File: config.mk
export PLATFORM = sky130hd
export DESIGN_NAME = dlx_core
export DESIGN_NICKNAME = d
export VERILOG_FILES = /design/src/hw/dlx_isa_pkg.sv /design/src/hw/dlx_pipe_pkg.sv /design/src/hw/dlx_ex_if.sv /design/src/hw/dlx_fetch.sv /design/src/hw/dlx_decode.sv /design/src/hw/dlx_alu.sv /design/src/hw/dlx_branch.sv /design/src/hw/dlx_retire.sv /design/src/hw/dlx_core.sv
export SDC_FILE = /design/constraint.sdc
export NUM_CORES = 2
export LEC_CHECK = 0
export BUFFER_PORTS_ARGS = -buffer_cell sky130_fd_sc_hd__buf_4
export CAP_MARGIN = 30
export CELL_PAD_IN_SITES_DETAIL_PLACEMENT = 1
export CELL_PAD_IN_SITES_GLOBAL_PLACEMENT = 2
export CORE_ASPECT_RATIO = 0.75
export CORE_MARGIN = 2
export CORE_UTILIZATION = 31
export DETAILED_ROUTE_END_ITERATION = 10
export PLACE_DENSITY = 0.61
export SKIP_CTS_REPAIR_TIMING = 1
export SLEW_MARGIN = 20
export SYNTH_ARGS = -nofsm -noshare
export SYNTH_HDL_FRONTEND = slang
export SYNTH_SLANG_ARGS = --single-unit
File: constraint.sdc
create_clock -name clk -period 10.6 [get_ports clk]
set_input_delay 1.06 -clock clk [delete_from_list [all_inputs] [get_ports clk]]
set_output_delay 1.06 -clock clk [all_outputs]
set_load 0.005 [all_outputs]
File: src/hw/dlx_isa_pkg.sv
package dlx_isa_pkg;

    // word and field types
    typedef logic [31:0] word_t;
    typedef logic [4:0]  reg_idx_t;
    typedef logic [5:0]  opcode_t;
    typedef logic [5:0]  func_t;
    typedef logic [15:0] imm16_t;
    typedef logic [25:0] imm26_t;

    //////////////////////////////////////////////////
    // field positions
    // opcode sits in the top six bits of the word
    localparam int OPCODE_MSB = 31;
    localparam int OPCODE_LSB = 26;
    localparam int RS1_MSB    = 25;
    localparam int RS1_LSB    = 21;
    // rs2 doubles as destination for i-type
    localparam int RS2_MSB    = 20;
    localparam int RS2_LSB    = 16;
    localparam int RD_MSB     = 15;
    localparam int RD_LSB     = 11;
    localparam int FUNC_MSB   = 5;
    localparam int FUNC_LSB   = 0;
    localparam int IMM16_MSB  = 15;
    localparam int IMM16_LSB  = 0;
    localparam int IMM26_MSB  = 25;
    localparam int IMM26_LSB  = 0;

    //////////////////////////////////////////////////
    // primary opcodes
    localparam opcode_t OP_RTYPE = 6'h00;
    localparam opcode_t OP_J     = 6'h02;
    localparam opcode_t OP_BEQZ  = 6'h04;
    localparam opcode_t OP_BNEZ  = 6'h05;
    localparam opcode_t OP_ADDI  = 6'h08;
    localparam opcode_t OP_SLTI  = 6'h0a;
    localparam opcode_t OP_ANDI  = 6'h0c;
    localparam opcode_t OP_ORI   = 6'h0d;

    // r-type function codes
    localparam func_t FUNC_ADD = 6'h20;
    localparam func_t FUNC_SUB = 6'h22;
    localparam func_t FUNC_AND = 6'h24;
    localparam func_t FUNC_OR  = 6'h25;
    localparam func_t FUNC_XOR = 6'h26;
    localparam func_t FUNC_SLT = 6'h2a;

endpackage

File: src/hw/dlx_pipe_pkg.sv
package dlx_pipe_pkg;

    //////////////////////////////////////////////////
    // internal alu operation codes
    typedef logic [2:0] alu_op_t;

    localparam alu_op_t ALU_ADD = 3'd0;
    localparam alu_op_t ALU_SUB = 3'd1;
    localparam alu_op_t ALU_AND = 3'd2;
    localparam alu_op_t ALU_OR  = 3'd3;
    localparam alu_op_t ALU_XOR = 3'd4;
    // signed compare, result is 0 or 1
    localparam alu_op_t ALU_SLT = 3'd5;

    //////////////////////////////////////////////////
    // fetch constants
    localparam dlx_isa_pkg::word_t RESET_PC = 32'h0000_0000;
    // one 32-bit instruction per step
    localparam dlx_isa_pkg::word_t PC_STEP  = 32'd4;

    // register file depth
    localparam int REG_COUNT = 32;

endpackage

File: src/hw/dlx_ex_if.sv
`timescale 1ns/1ps

interface dlx_ex_if ();

    // decode/execute register contents
    logic                  valid;
    dlx_isa_pkg::word_t    next_pc;
    // register values as read in decode
    dlx_isa_pkg::word_t    op_a;
    dlx_isa_pkg::word_t    op_b;
    // extended immediate and transfer offset
    dlx_isa_pkg::word_t    imm;
    dlx_isa_pkg::word_t    offset;
    // source numbers kept for forwarding
    dlx_isa_pkg::reg_idx_t rs1;
    dlx_isa_pkg::reg_idx_t rs2;
    dlx_isa_pkg::reg_idx_t dest;
    logic                  reg_write;
    logic                  use_imm;
    dlx_pipe_pkg::alu_op_t alu_op;
    logic                  is_beqz;
    logic                  is_bnez;
    logic                  is_jump;

    modport decode (
        output valid, next_pc, op_a, op_b, imm, offset, rs1, rs2, dest,
        output reg_write, use_imm, alu_op, is_beqz, is_bnez, is_jump
    );

    modport alu (input valid, op_a, op_b, imm, rs1, rs2, dest, reg_write, use_imm, alu_op);

    modport branch (input valid, next_pc, op_a, offset, rs1, is_beqz, is_bnez, is_jump);

endinterface

File: src/hw/dlx_fetch.sv
`timescale 1ns/1ps

module dlx_fetch (
    input  logic               clk,
    input  logic               rst,
    input  logic               redirect,
    input  dlx_isa_pkg::word_t redirect_addr,
    output dlx_isa_pkg::word_t imem_addr,
    input  dlx_isa_pkg::word_t imem_data,
    output logic               id_valid,
    output dlx_isa_pkg::word_t id_instr,
    output dlx_isa_pkg::word_t id_next_pc
);

    // program counter and its sequential successor
    dlx_isa_pkg::word_t pc;
    dlx_isa_pkg::word_t pc_plus;

    assign pc_plus = pc + dlx_pipe_pkg::PC_STEP;

    // imem answers in the same cycle
    assign imem_addr = pc;

    //////////////////////////////////////////////////
    // pc update
    // redirect comes from the memory stage, so three
    // sequential fetches have already gone out
    always_ff @(posedge clk) begin
        if (rst) begin
            pc       <= dlx_pipe_pkg::RESET_PC;
            id_valid <= 1'b0;
        end else begin
            pc       <= redirect ? redirect_addr : pc_plus;
            id_valid <= 1'b1;
        end
    end

    //////////////////////////////////////////////////
    // fetch/decode register payload
    always_ff @(posedge clk) begin
        id_instr   <= imem_data;
        // branch targets are relative to this value
        id_next_pc <= pc_plus;
    end

endmodule

File: src/hw/dlx_decode.sv
`timescale 1ns/1ps

module dlx_decode (
    input  logic                  clk,
    input  logic                  rst,
    input  logic                  id_valid,
    input  dlx_isa_pkg::word_t    id_instr,
    input  dlx_isa_pkg::word_t    id_next_pc,
    input  logic                  wb_en,
    input  dlx_isa_pkg::reg_idx_t wb_reg,
    input  dlx_isa_pkg::word_t    wb_data,
    dlx_ex_if.decode              ex
);

    // instruction fields
    dlx_isa_pkg::opcode_t  opcode;
    dlx_isa_pkg::func_t    func;
    dlx_isa_pkg::reg_idx_t rs1;
    dlx_isa_pkg::reg_idx_t rs2;
    dlx_isa_pkg::reg_idx_t rd;
    dlx_isa_pkg::imm16_t   imm16;
    dlx_isa_pkg::imm26_t   imm26;

    // decoded controls
    dlx_pipe_pkg::alu_op_t alu_op;
    logic                  reg_write;
    logic                  use_imm;
    logic                  zero_ext;
    logic                  dest_is_rd;
    logic                  is_beqz;
    logic                  is_bnez;
    logic                  is_jump;
    dlx_isa_pkg::reg_idx_t dest;
    dlx_isa_pkg::word_t    imm_ext;
    dlx_isa_pkg::word_t    offset_ext;

    // register file
    dlx_isa_pkg::word_t    regs [dlx_pipe_pkg::REG_COUNT];
    dlx_isa_pkg::word_t    rs1_val;
    dlx_isa_pkg::word_t    rs2_val;

    assign opcode = id_instr[dlx_isa_pkg::OPCODE_MSB:dlx_isa_pkg::OPCODE_LSB];
    assign func   = id_instr[dlx_isa_pkg::FUNC_MSB:dlx_isa_pkg::FUNC_LSB];
    assign rs1    = id_instr[dlx_isa_pkg::RS1_MSB:dlx_isa_pkg::RS1_LSB];
    assign rs2    = id_instr[dlx_isa_pkg::RS2_MSB:dlx_isa_pkg::RS2_LSB];
    assign rd     = id_instr[dlx_isa_pkg::RD_MSB:dlx_isa_pkg::RD_LSB];
    assign imm16  = id_instr[dlx_isa_pkg::IMM16_MSB:dlx_isa_pkg::IMM16_LSB];
    assign imm26  = id_instr[dlx_isa_pkg::IMM26_MSB:dlx_isa_pkg::IMM26_LSB];

    //////////////////////////////////////////////////
    // control decode
    always_comb begin
        alu_op     = dlx_pipe_pkg::ALU_ADD;
        reg_write  = 1'b0;
        use_imm    = 1'b1;
        zero_ext   = 1'b0;
        dest_is_rd = 1'b0;
        is_beqz    = 1'b0;
        is_bnez    = 1'b0;
        is_jump    = 1'b0;
        case (opcode)
            dlx_isa_pkg::OP_RTYPE: begin
                use_imm    = 1'b0;
                dest_is_rd = 1'b1;
                reg_write  = 1'b1;
                case (func)
                    dlx_isa_pkg::FUNC_ADD: alu_op = dlx_pipe_pkg::ALU_ADD;
                    dlx_isa_pkg::FUNC_SUB: alu_op = dlx_pipe_pkg::ALU_SUB;
                    dlx_isa_pkg::FUNC_AND: alu_op = dlx_pipe_pkg::ALU_AND;
                    dlx_isa_pkg::FUNC_OR:  alu_op = dlx_pipe_pkg::ALU_OR;
                    dlx_isa_pkg::FUNC_XOR: alu_op = dlx_pipe_pkg::ALU_XOR;
                    dlx_isa_pkg::FUNC_SLT: alu_op = dlx_pipe_pkg::ALU_SLT;
                    // unknown function, no write
                    default:               reg_write = 1'b0;
                endcase
            end
            dlx_isa_pkg::OP_ADDI: reg_write = 1'b1;
            dlx_isa_pkg::OP_SLTI: begin
                alu_op    = dlx_pipe_pkg::ALU_SLT;
                reg_write = 1'b1;
            end
            // logic immediates are zero extended
            dlx_isa_pkg::OP_ANDI: begin
                alu_op    = dlx_pipe_pkg::ALU_AND;
                reg_write = 1'b1;
                zero_ext  = 1'b1;
            end
            dlx_isa_pkg::OP_ORI: begin
                alu_op    = dlx_pipe_pkg::ALU_OR;
                reg_write = 1'b1;
                zero_ext  = 1'b1;
            end
            dlx_isa_pkg::OP_BEQZ: is_beqz = 1'b1;
            dlx_isa_pkg::OP_BNEZ: is_bnez = 1'b1;
            dlx_isa_pkg::OP_J:    is_jump = 1'b1;
            default: begin
            end
        endcase
    end

    assign dest = dest_is_rd ? rd : rs2;

    assign imm_ext = zero_ext ? {16'b0, imm16} : {{16{imm16[15]}}, imm16};

    // j takes the 26-bit offset, branches the 16-bit one
    assign offset_ext = is_jump ? {{6{imm26[25]}}, imm26} : {{16{imm16[15]}}, imm16};

    //////////////////////////////////////////////////
    // register file, r0 reads zero
    always_ff @(posedge clk) begin
        if (wb_en && (wb_reg != '0)) begin
            regs[wb_reg] <= wb_data;
        end
    end

    // write-through when writeback targets the same register
    assign rs1_val = (rs1 == '0) ? '0 :
                     (wb_en && (wb_reg == rs1)) ? wb_data : regs[rs1];
    assign rs2_val = (rs2 == '0) ? '0 :
                     (wb_en && (wb_reg == rs2)) ? wb_data : regs[rs2];

    //////////////////////////////////////////////////
    // decode/execute register
    always_ff @(posedge clk) begin
        if (rst) begin
            ex.valid     <= 1'b0;
            ex.reg_write <= 1'b0;
            ex.is_beqz   <= 1'b0;
            ex.is_bnez   <= 1'b0;
            ex.is_jump   <= 1'b0;
        end else begin
            ex.valid     <= id_valid;
            ex.reg_write <= reg_write;
            ex.is_beqz   <= is_beqz;
            ex.is_bnez   <= is_bnez;
            ex.is_jump   <= is_jump;
        end
    end

    always_ff @(posedge clk) begin
        ex.next_pc <= id_next_pc;
        ex.op_a    <= rs1_val;
        ex.op_b    <= rs2_val;
        ex.imm     <= imm_ext;
        ex.offset  <= offset_ext;
        ex.rs1     <= rs1;
        ex.rs2     <= rs2;
        ex.dest    <= dest;
        ex.use_imm <= use_imm;
        ex.alu_op  <= alu_op;
    end

endmodule

File: src/hw/dlx_alu.sv
`timescale 1ns/1ps

module dlx_alu (
    dlx_ex_if.alu                 ex,
    input  dlx_isa_pkg::word_t    mem_result,
    input  dlx_isa_pkg::reg_idx_t mem_dest,
    input  logic                  mem_write,
    output dlx_isa_pkg::word_t    alu_result,
    output dlx_isa_pkg::reg_idx_t alu_dest,
    output logic                  alu_write
);

    // forwarding selects
    logic               fwd_a;
    logic               fwd_b;
    dlx_isa_pkg::word_t opnd_a;
    dlx_isa_pkg::word_t reg_b;
    dlx_isa_pkg::word_t opnd_b;

    //////////////////////////////////////////////////
    // memory-stage forwarding
    // only the producer one slot ahead is covered
    assign fwd_a = mem_write && (mem_dest != '0) && (mem_dest == ex.rs1);
    assign fwd_b = mem_write && (mem_dest != '0) && (mem_dest == ex.rs2);

    assign opnd_a = fwd_a ? mem_result : ex.op_a;
    assign reg_b  = fwd_b ? mem_result : ex.op_b;
    // immediate wins over the second register
    assign opnd_b = ex.use_imm ? ex.imm : reg_b;

    //////////////////////////////////////////////////
    // operations
    always_comb begin
        case (ex.alu_op)
            dlx_pipe_pkg::ALU_ADD: alu_result = opnd_a + opnd_b;
            dlx_pipe_pkg::ALU_SUB: alu_result = opnd_a - opnd_b;
            dlx_pipe_pkg::ALU_AND: alu_result = opnd_a & opnd_b;
            dlx_pipe_pkg::ALU_OR:  alu_result = opnd_a | opnd_b;
            dlx_pipe_pkg::ALU_XOR: alu_result = opnd_a ^ opnd_b;
            // two's complement compare
            dlx_pipe_pkg::ALU_SLT: alu_result = {31'b0, $signed(opnd_a) < $signed(opnd_b)};
            default:               alu_result = '0;
        endcase
    end

    assign alu_dest = ex.dest;

    // bubbles and r0 targets never write
    assign alu_write = ex.valid && ex.reg_write && (ex.dest != '0);

endmodule

File: src/hw/dlx_branch.sv
`timescale 1ns/1ps

module dlx_branch (
    dlx_ex_if.branch              ex,
    input  dlx_isa_pkg::word_t    mem_result,
    input  dlx_isa_pkg::reg_idx_t mem_dest,
    input  logic                  mem_write,
    output logic                  leap,
    output dlx_isa_pkg::word_t    leap_addr
);

    logic               fwd;
    dlx_isa_pkg::word_t test_val;
    logic               is_zero;

    // tested operand, same source as alu operand a
    assign fwd      = mem_write && (mem_dest != '0) && (mem_dest == ex.rs1);
    assign test_val = fwd ? mem_result : ex.op_a;
    assign is_zero  = (test_val == '0);

    //////////////////////////////////////////////////
    // transfer decision
    // target is relative to the address after the transfer
    assign leap_addr = ex.next_pc + ex.offset;

    assign leap = ex.valid &&
                  (ex.is_jump ||
                   (ex.is_beqz && is_zero) ||
                   (ex.is_bnez && !is_zero));

endmodule

File: src/hw/dlx_retire.sv
`timescale 1ns/1ps

module dlx_retire (
    input  logic                  clk,
    input  logic                  rst,
    input  dlx_isa_pkg::word_t    alu_result,
    input  dlx_isa_pkg::reg_idx_t alu_dest,
    input  logic                  alu_write,
    input  logic                  leap,
    input  dlx_isa_pkg::word_t    leap_addr,
    output dlx_isa_pkg::word_t    mem_result,
    output dlx_isa_pkg::reg_idx_t mem_dest,
    output logic                  mem_write,
    output logic                  redirect,
    output dlx_isa_pkg::word_t    redirect_addr,
    output logic                  wb_en,
    output dlx_isa_pkg::reg_idx_t wb_reg,
    output dlx_isa_pkg::word_t    wb_data
);

    //////////////////////////////////////////////////
    // control bits of both stages
    always_ff @(posedge clk) begin
        if (rst) begin
            mem_write <= 1'b0;
            redirect  <= 1'b0;
            wb_en     <= 1'b0;
        end else begin
            // memory stage, feeds forwarding and fetch
            mem_write <= alu_write;
            redirect  <= leap;
            // writeback stage
            wb_en     <= mem_write;
        end
    end

    //////////////////////////////////////////////////
    // payload registers
    always_ff @(posedge clk) begin
        mem_result    <= alu_result;
        mem_dest      <= alu_dest;
        redirect_addr <= leap_addr;
        // no data memory, memory stage passes the result on
        wb_reg        <= mem_dest;
        wb_data       <= mem_result;
    end

endmodule

File: src/hw/dlx_core.sv
`timescale 1ns/1ps

module dlx_core (
    input  logic                  clk,
    input  logic                  rst,
    output dlx_isa_pkg::word_t    imem_addr,
    input  dlx_isa_pkg::word_t    imem_data,
    output logic                  wb_en,
    output dlx_isa_pkg::reg_idx_t wb_reg,
    output dlx_isa_pkg::word_t    wb_data
);

    // fetch to decode
    logic                  id_valid;
    dlx_isa_pkg::word_t    id_instr;
    dlx_isa_pkg::word_t    id_next_pc;

    // execute to retire
    dlx_isa_pkg::word_t    alu_result;
    dlx_isa_pkg::reg_idx_t alu_dest;
    logic                  alu_write;
    logic                  leap;
    dlx_isa_pkg::word_t    leap_addr;

    // memory stage back to execute and fetch
    dlx_isa_pkg::word_t    mem_result;
    dlx_isa_pkg::reg_idx_t mem_dest;
    logic                  mem_write;
    logic                  redirect;
    dlx_isa_pkg::word_t    redirect_addr;

    // decode/execute register
    dlx_ex_if ex_bus ();

    //////////////////////////////////////////////////
    // stages
    dlx_fetch i_dlx_fetch (
        .clk           (clk),
        .rst           (rst),
        .redirect      (redirect),
        .redirect_addr (redirect_addr),
        .imem_addr     (imem_addr),
        .imem_data     (imem_data),
        .id_valid      (id_valid),
        .id_instr      (id_instr),
        .id_next_pc    (id_next_pc)
    );

    dlx_decode i_dlx_decode (
        .clk        (clk),
        .rst        (rst),
        .id_valid   (id_valid),
        .id_instr   (id_instr),
        .id_next_pc (id_next_pc),
        .wb_en      (wb_en),
        .wb_reg     (wb_reg),
        .wb_data    (wb_data),
        .ex         (ex_bus)
    );

    dlx_alu i_dlx_alu (
        .ex         (ex_bus),
        .mem_result (mem_result),
        .mem_dest   (mem_dest),
        .mem_write  (mem_write),
        .alu_result (alu_result),
        .alu_dest   (alu_dest),
        .alu_write  (alu_write)
    );

    dlx_branch i_dlx_branch (
        .ex         (ex_bus),
        .mem_result (mem_result),
        .mem_dest   (mem_dest),
        .mem_write  (mem_write),
        .leap       (leap),
        .leap_addr  (leap_addr)
    );

    // memory and writeback registers
    dlx_retire i_dlx_retire (
        .clk           (clk),
        .rst           (rst),
        .alu_result    (alu_result),
        .alu_dest      (alu_dest),
        .alu_write     (alu_write),
        .leap          (leap),
        .leap_addr     (leap_addr),
        .mem_result    (mem_result),
        .mem_dest      (mem_dest),
        .mem_write     (mem_write),
        .redirect      (redirect),
        .redirect_addr (redirect_addr),
        .wb_en         (wb_en),
        .wb_reg        (wb_reg),
        .wb_data       (wb_data)
    );

endmodule

==> results.ini <==
[route]
drt-total-wl_um = 220000
antenna_left = 0
wl_per_cell_um = 31.5
firstDrtPassIters = 6
drc = 0
routed_via_density = 5.51
drtIter0Drc = 4167
via_count = 38500

[setup_path]
crit_required_ps = 11300
crit_path_start_kind = flip-flop
r2r-start = i_dlx_retire.mem_dest[1]
reg2reg_to = i_dlx_retire.mem_result[22]
r2r_cells = 18
critPathKind = reg -> reg
cp.arrival_ps = 6110
reg2reg_slack_ps = 5190
crit_fanout = 32
crit_path_end_kind = flip-flop

[synth]
synth.distinct_cells = 93
syn_area_per_cell_sq_um = 16.4
ys.flop_type = edfxtp_1
yosysWarnings = 0
synthesis.area_sq_mm = 0.0644
netlist_instances = 3931
ys_async_sr_fraction_pct = 0
synth_edf_count = 1024
synth-seq-cells = 1377
ys_seq_area_share_pct = 58.7

[clocking]
cts_tree = built
h-tree-depth = 4
insertion_delay_ps = 840
root_buffer = clkbuf_16
cts_inserted_buffers = 156
clock_sinks = 1377
clk_pin_slew_ps = 60
cts_buffer_depth = 4

[place]
io_buffers = 103
gp_congestion = 0.869
dp_hpwl_um = 136000
place_worst_setup_slack_ps = 5280
place_area_sq_mm = 0.0692

[layout]
final_util_pct = 36.0
final_common_cell = edfxtp_1
drive_above_1_share_pct = 28.6
multi_input_area_sq_mm = 0.0253
area_delta_synth_final_pct = 15.3
largest_reg_flops = 1024
n_fill_cell = 20700
largest_register = i_dlx_decode.regs
fin_nets = 4274
final_cell_mix = 1,024 x edfxtp_1, 640 x mux4_2, 340 x dfxtp_1, 248 x nor2_1, 207 x buf_4
stdcell_area_sq_mm = 0.0742
regArea_sq_mm = 0.0379

[pwr]
power_density_mw_per_mm2 = 187
p_leak_nw = 24.8
vdd_drop_max_mv = 0.109

[sta]
setup_viol = 0
rsz0062_at_grt = false
slew_viol_final = 0
finalHoldViolCount = 0
fin_tns_setup_ps = 0
slew-limit-headroom_pct = 20.4
finalCritPeriodShare_pct = 51.0
worst_slew_pin_slew_ps = 1180
finClkSkew_ps = 106
layout_min_cycle_time_ps = 5410
setup_ws_ps = 5190
max_freq_ghz = 0.185

[floorplan]
dieArea_sq_mm = 0.211
core_area_sq_mm = 0.206
ios = 104
initial_core_util_pct = 31.3
die_w_um = 530
fp-row-count = 144
die_h_um = 399

[run]
cap_violations = 0

[hold_path]
min_to = i_dlx_fetch.id_instr[18]
hp-class = in -> reg
hold_start = imem_data[18]
hold_depth = 1

[global_route]
grt_pass1_vias = 39500
antenna_found_initial = 11
overflow = 0
grt_pass1_wl_um = 310000
grt_util_all_layers_pct = 20.7
grt_max_degree = 110

[run_status]
status = completed

==> through the flow <==
stage | hold slack [ps] | power, mW | cells
finish | 321 | 13.9 | 6992
global route | 290 | 14.4 | 6991
CTS | 273 | 14.0 | 6987
detailed placement | 313 | 8.57 | 6714
global placement | 311 | 8.55 | 6692
floorplan | 310 | 7.73 | 3962
==> logic make-up (layout without fill, tap and decap cells) <==
| logic type | Yosys count | count (layout) | share of synthesized area [%] |
|---|---|---|---|
| AO/OA/AOI/OAI | 501 | 501 | 5.15 |
| XOR/XNOR | 93 | 93 | 1.27 |
| adder cells (fa/ha/maj) | 139 | 139 | 2.74 |
| buffers and inverters | 370 | 624 | 2.51 |
| flip-flops | 1377 | 1377 | 58.7 |
| multiplexers | 793 | 793 | 24.8 |
| other | 1 | 34 | 0.00582 |
| AND/OR/NAND/NOR | 657 | 657 | 4.78 |
==> report_power, final <==
group	switching (mW)	internal (mW)	total [mW]
Combinational	1.22	0.680	1.90
Clock	2.27	3.13	5.40
Sequential	0.215	6.35	6.57
==> final cells by class <==
type | instances | share of cell area, %
repair buffers | 239 | 2.97
flip-flops and latches | 1377 | 51.0
clock buffers | 205 | 5.77
well taps | 2774 | 4.68
inverters | 112 | 0.566
multi-input cells | 2215 | 34.1
clock inverters | 68 | 0.890
diodes | 2 | 0.00674
==> layer usage <==
metal / wire length [um] / vias to the layer above / track usage, % / part of all wire [%]
met5: 0 / - / 0 / 0
met4: 6280 / 0 / 5.96 / 2.9
met3: 17500 / 307 / 5.28 / 8.0
met2: 93500 / 1370 / 29.6 / 42
met1: 103000 / 20700 / 30.9 / 47
li1: - / 16200 / - / -
==> synth_stat cells (all sizes together), types with 12 or more instances <==
cell type	count	area (sq um)
edfxtp	1024	30700
xor2	36	315
nor3	52	260
mux2	28	315
nand2b	16	100
xnor2	57	499
ha	136	1700
nor2b	33	214
clkbuf	166	743
nand4	20	125
nand3	42	210
o22ai	17	106
o211ai	18	135
nor4	27	175
dfxtp	353	7070
mux4	640	14400
a211oi	80	601
o21a	12	91.3
o31ai	17	143
a21o	25	189
nor2	281	1050
inv	111	417
buf	91	443
a21oi	133	669
a31oi	22	150
o21ai	95	479
mux2i	125	1250
nand2	122	460
==> how the worst max path moves through the flow <==
stage          cells past startpoint  slack, ps                      from                     endpoint
2_1_floorplan                     17       6270  i_dlx_retire.mem_dest[0]  i_dlx_retire.mem_result[24]
3_3_place_gp                      18       5370  i_dlx_retire.mem_dest[2]  i_dlx_retire.mem_result[22]
3_5_place_dp                      18       5280  i_dlx_retire.mem_dest[1]  i_dlx_retire.mem_result[22]
4_1_cts                           18       5230  i_dlx_retire.mem_dest[1]  i_dlx_retire.mem_result[22]
5_1_grt                           18       4730  i_dlx_retire.mem_dest[1]  i_dlx_retire.mem_result[22]
6_report                          18       5190  i_dlx_retire.mem_dest[1]  i_dlx_retire.mem_result[22]
==> critical path, stage by stage, from the launching register on <==
cell       delay (ps)
dfxtp_1           350
or4_1             520
o21ai_1           230
nor4_2             80
buf_4             350
mux2i_1           200
o21ai_0           360
ha_1              260
inv_1              70
fa_1              470
nor2b_4           150
o211ai_1          460
a2111oi_0         270
o31ai_1           530
a21oi_1           220
nand2_1           150
o21ai_0           120
mux2_2            300
o221ai_1          170
No activity file was read; power rests on OpenSTA's default activity.
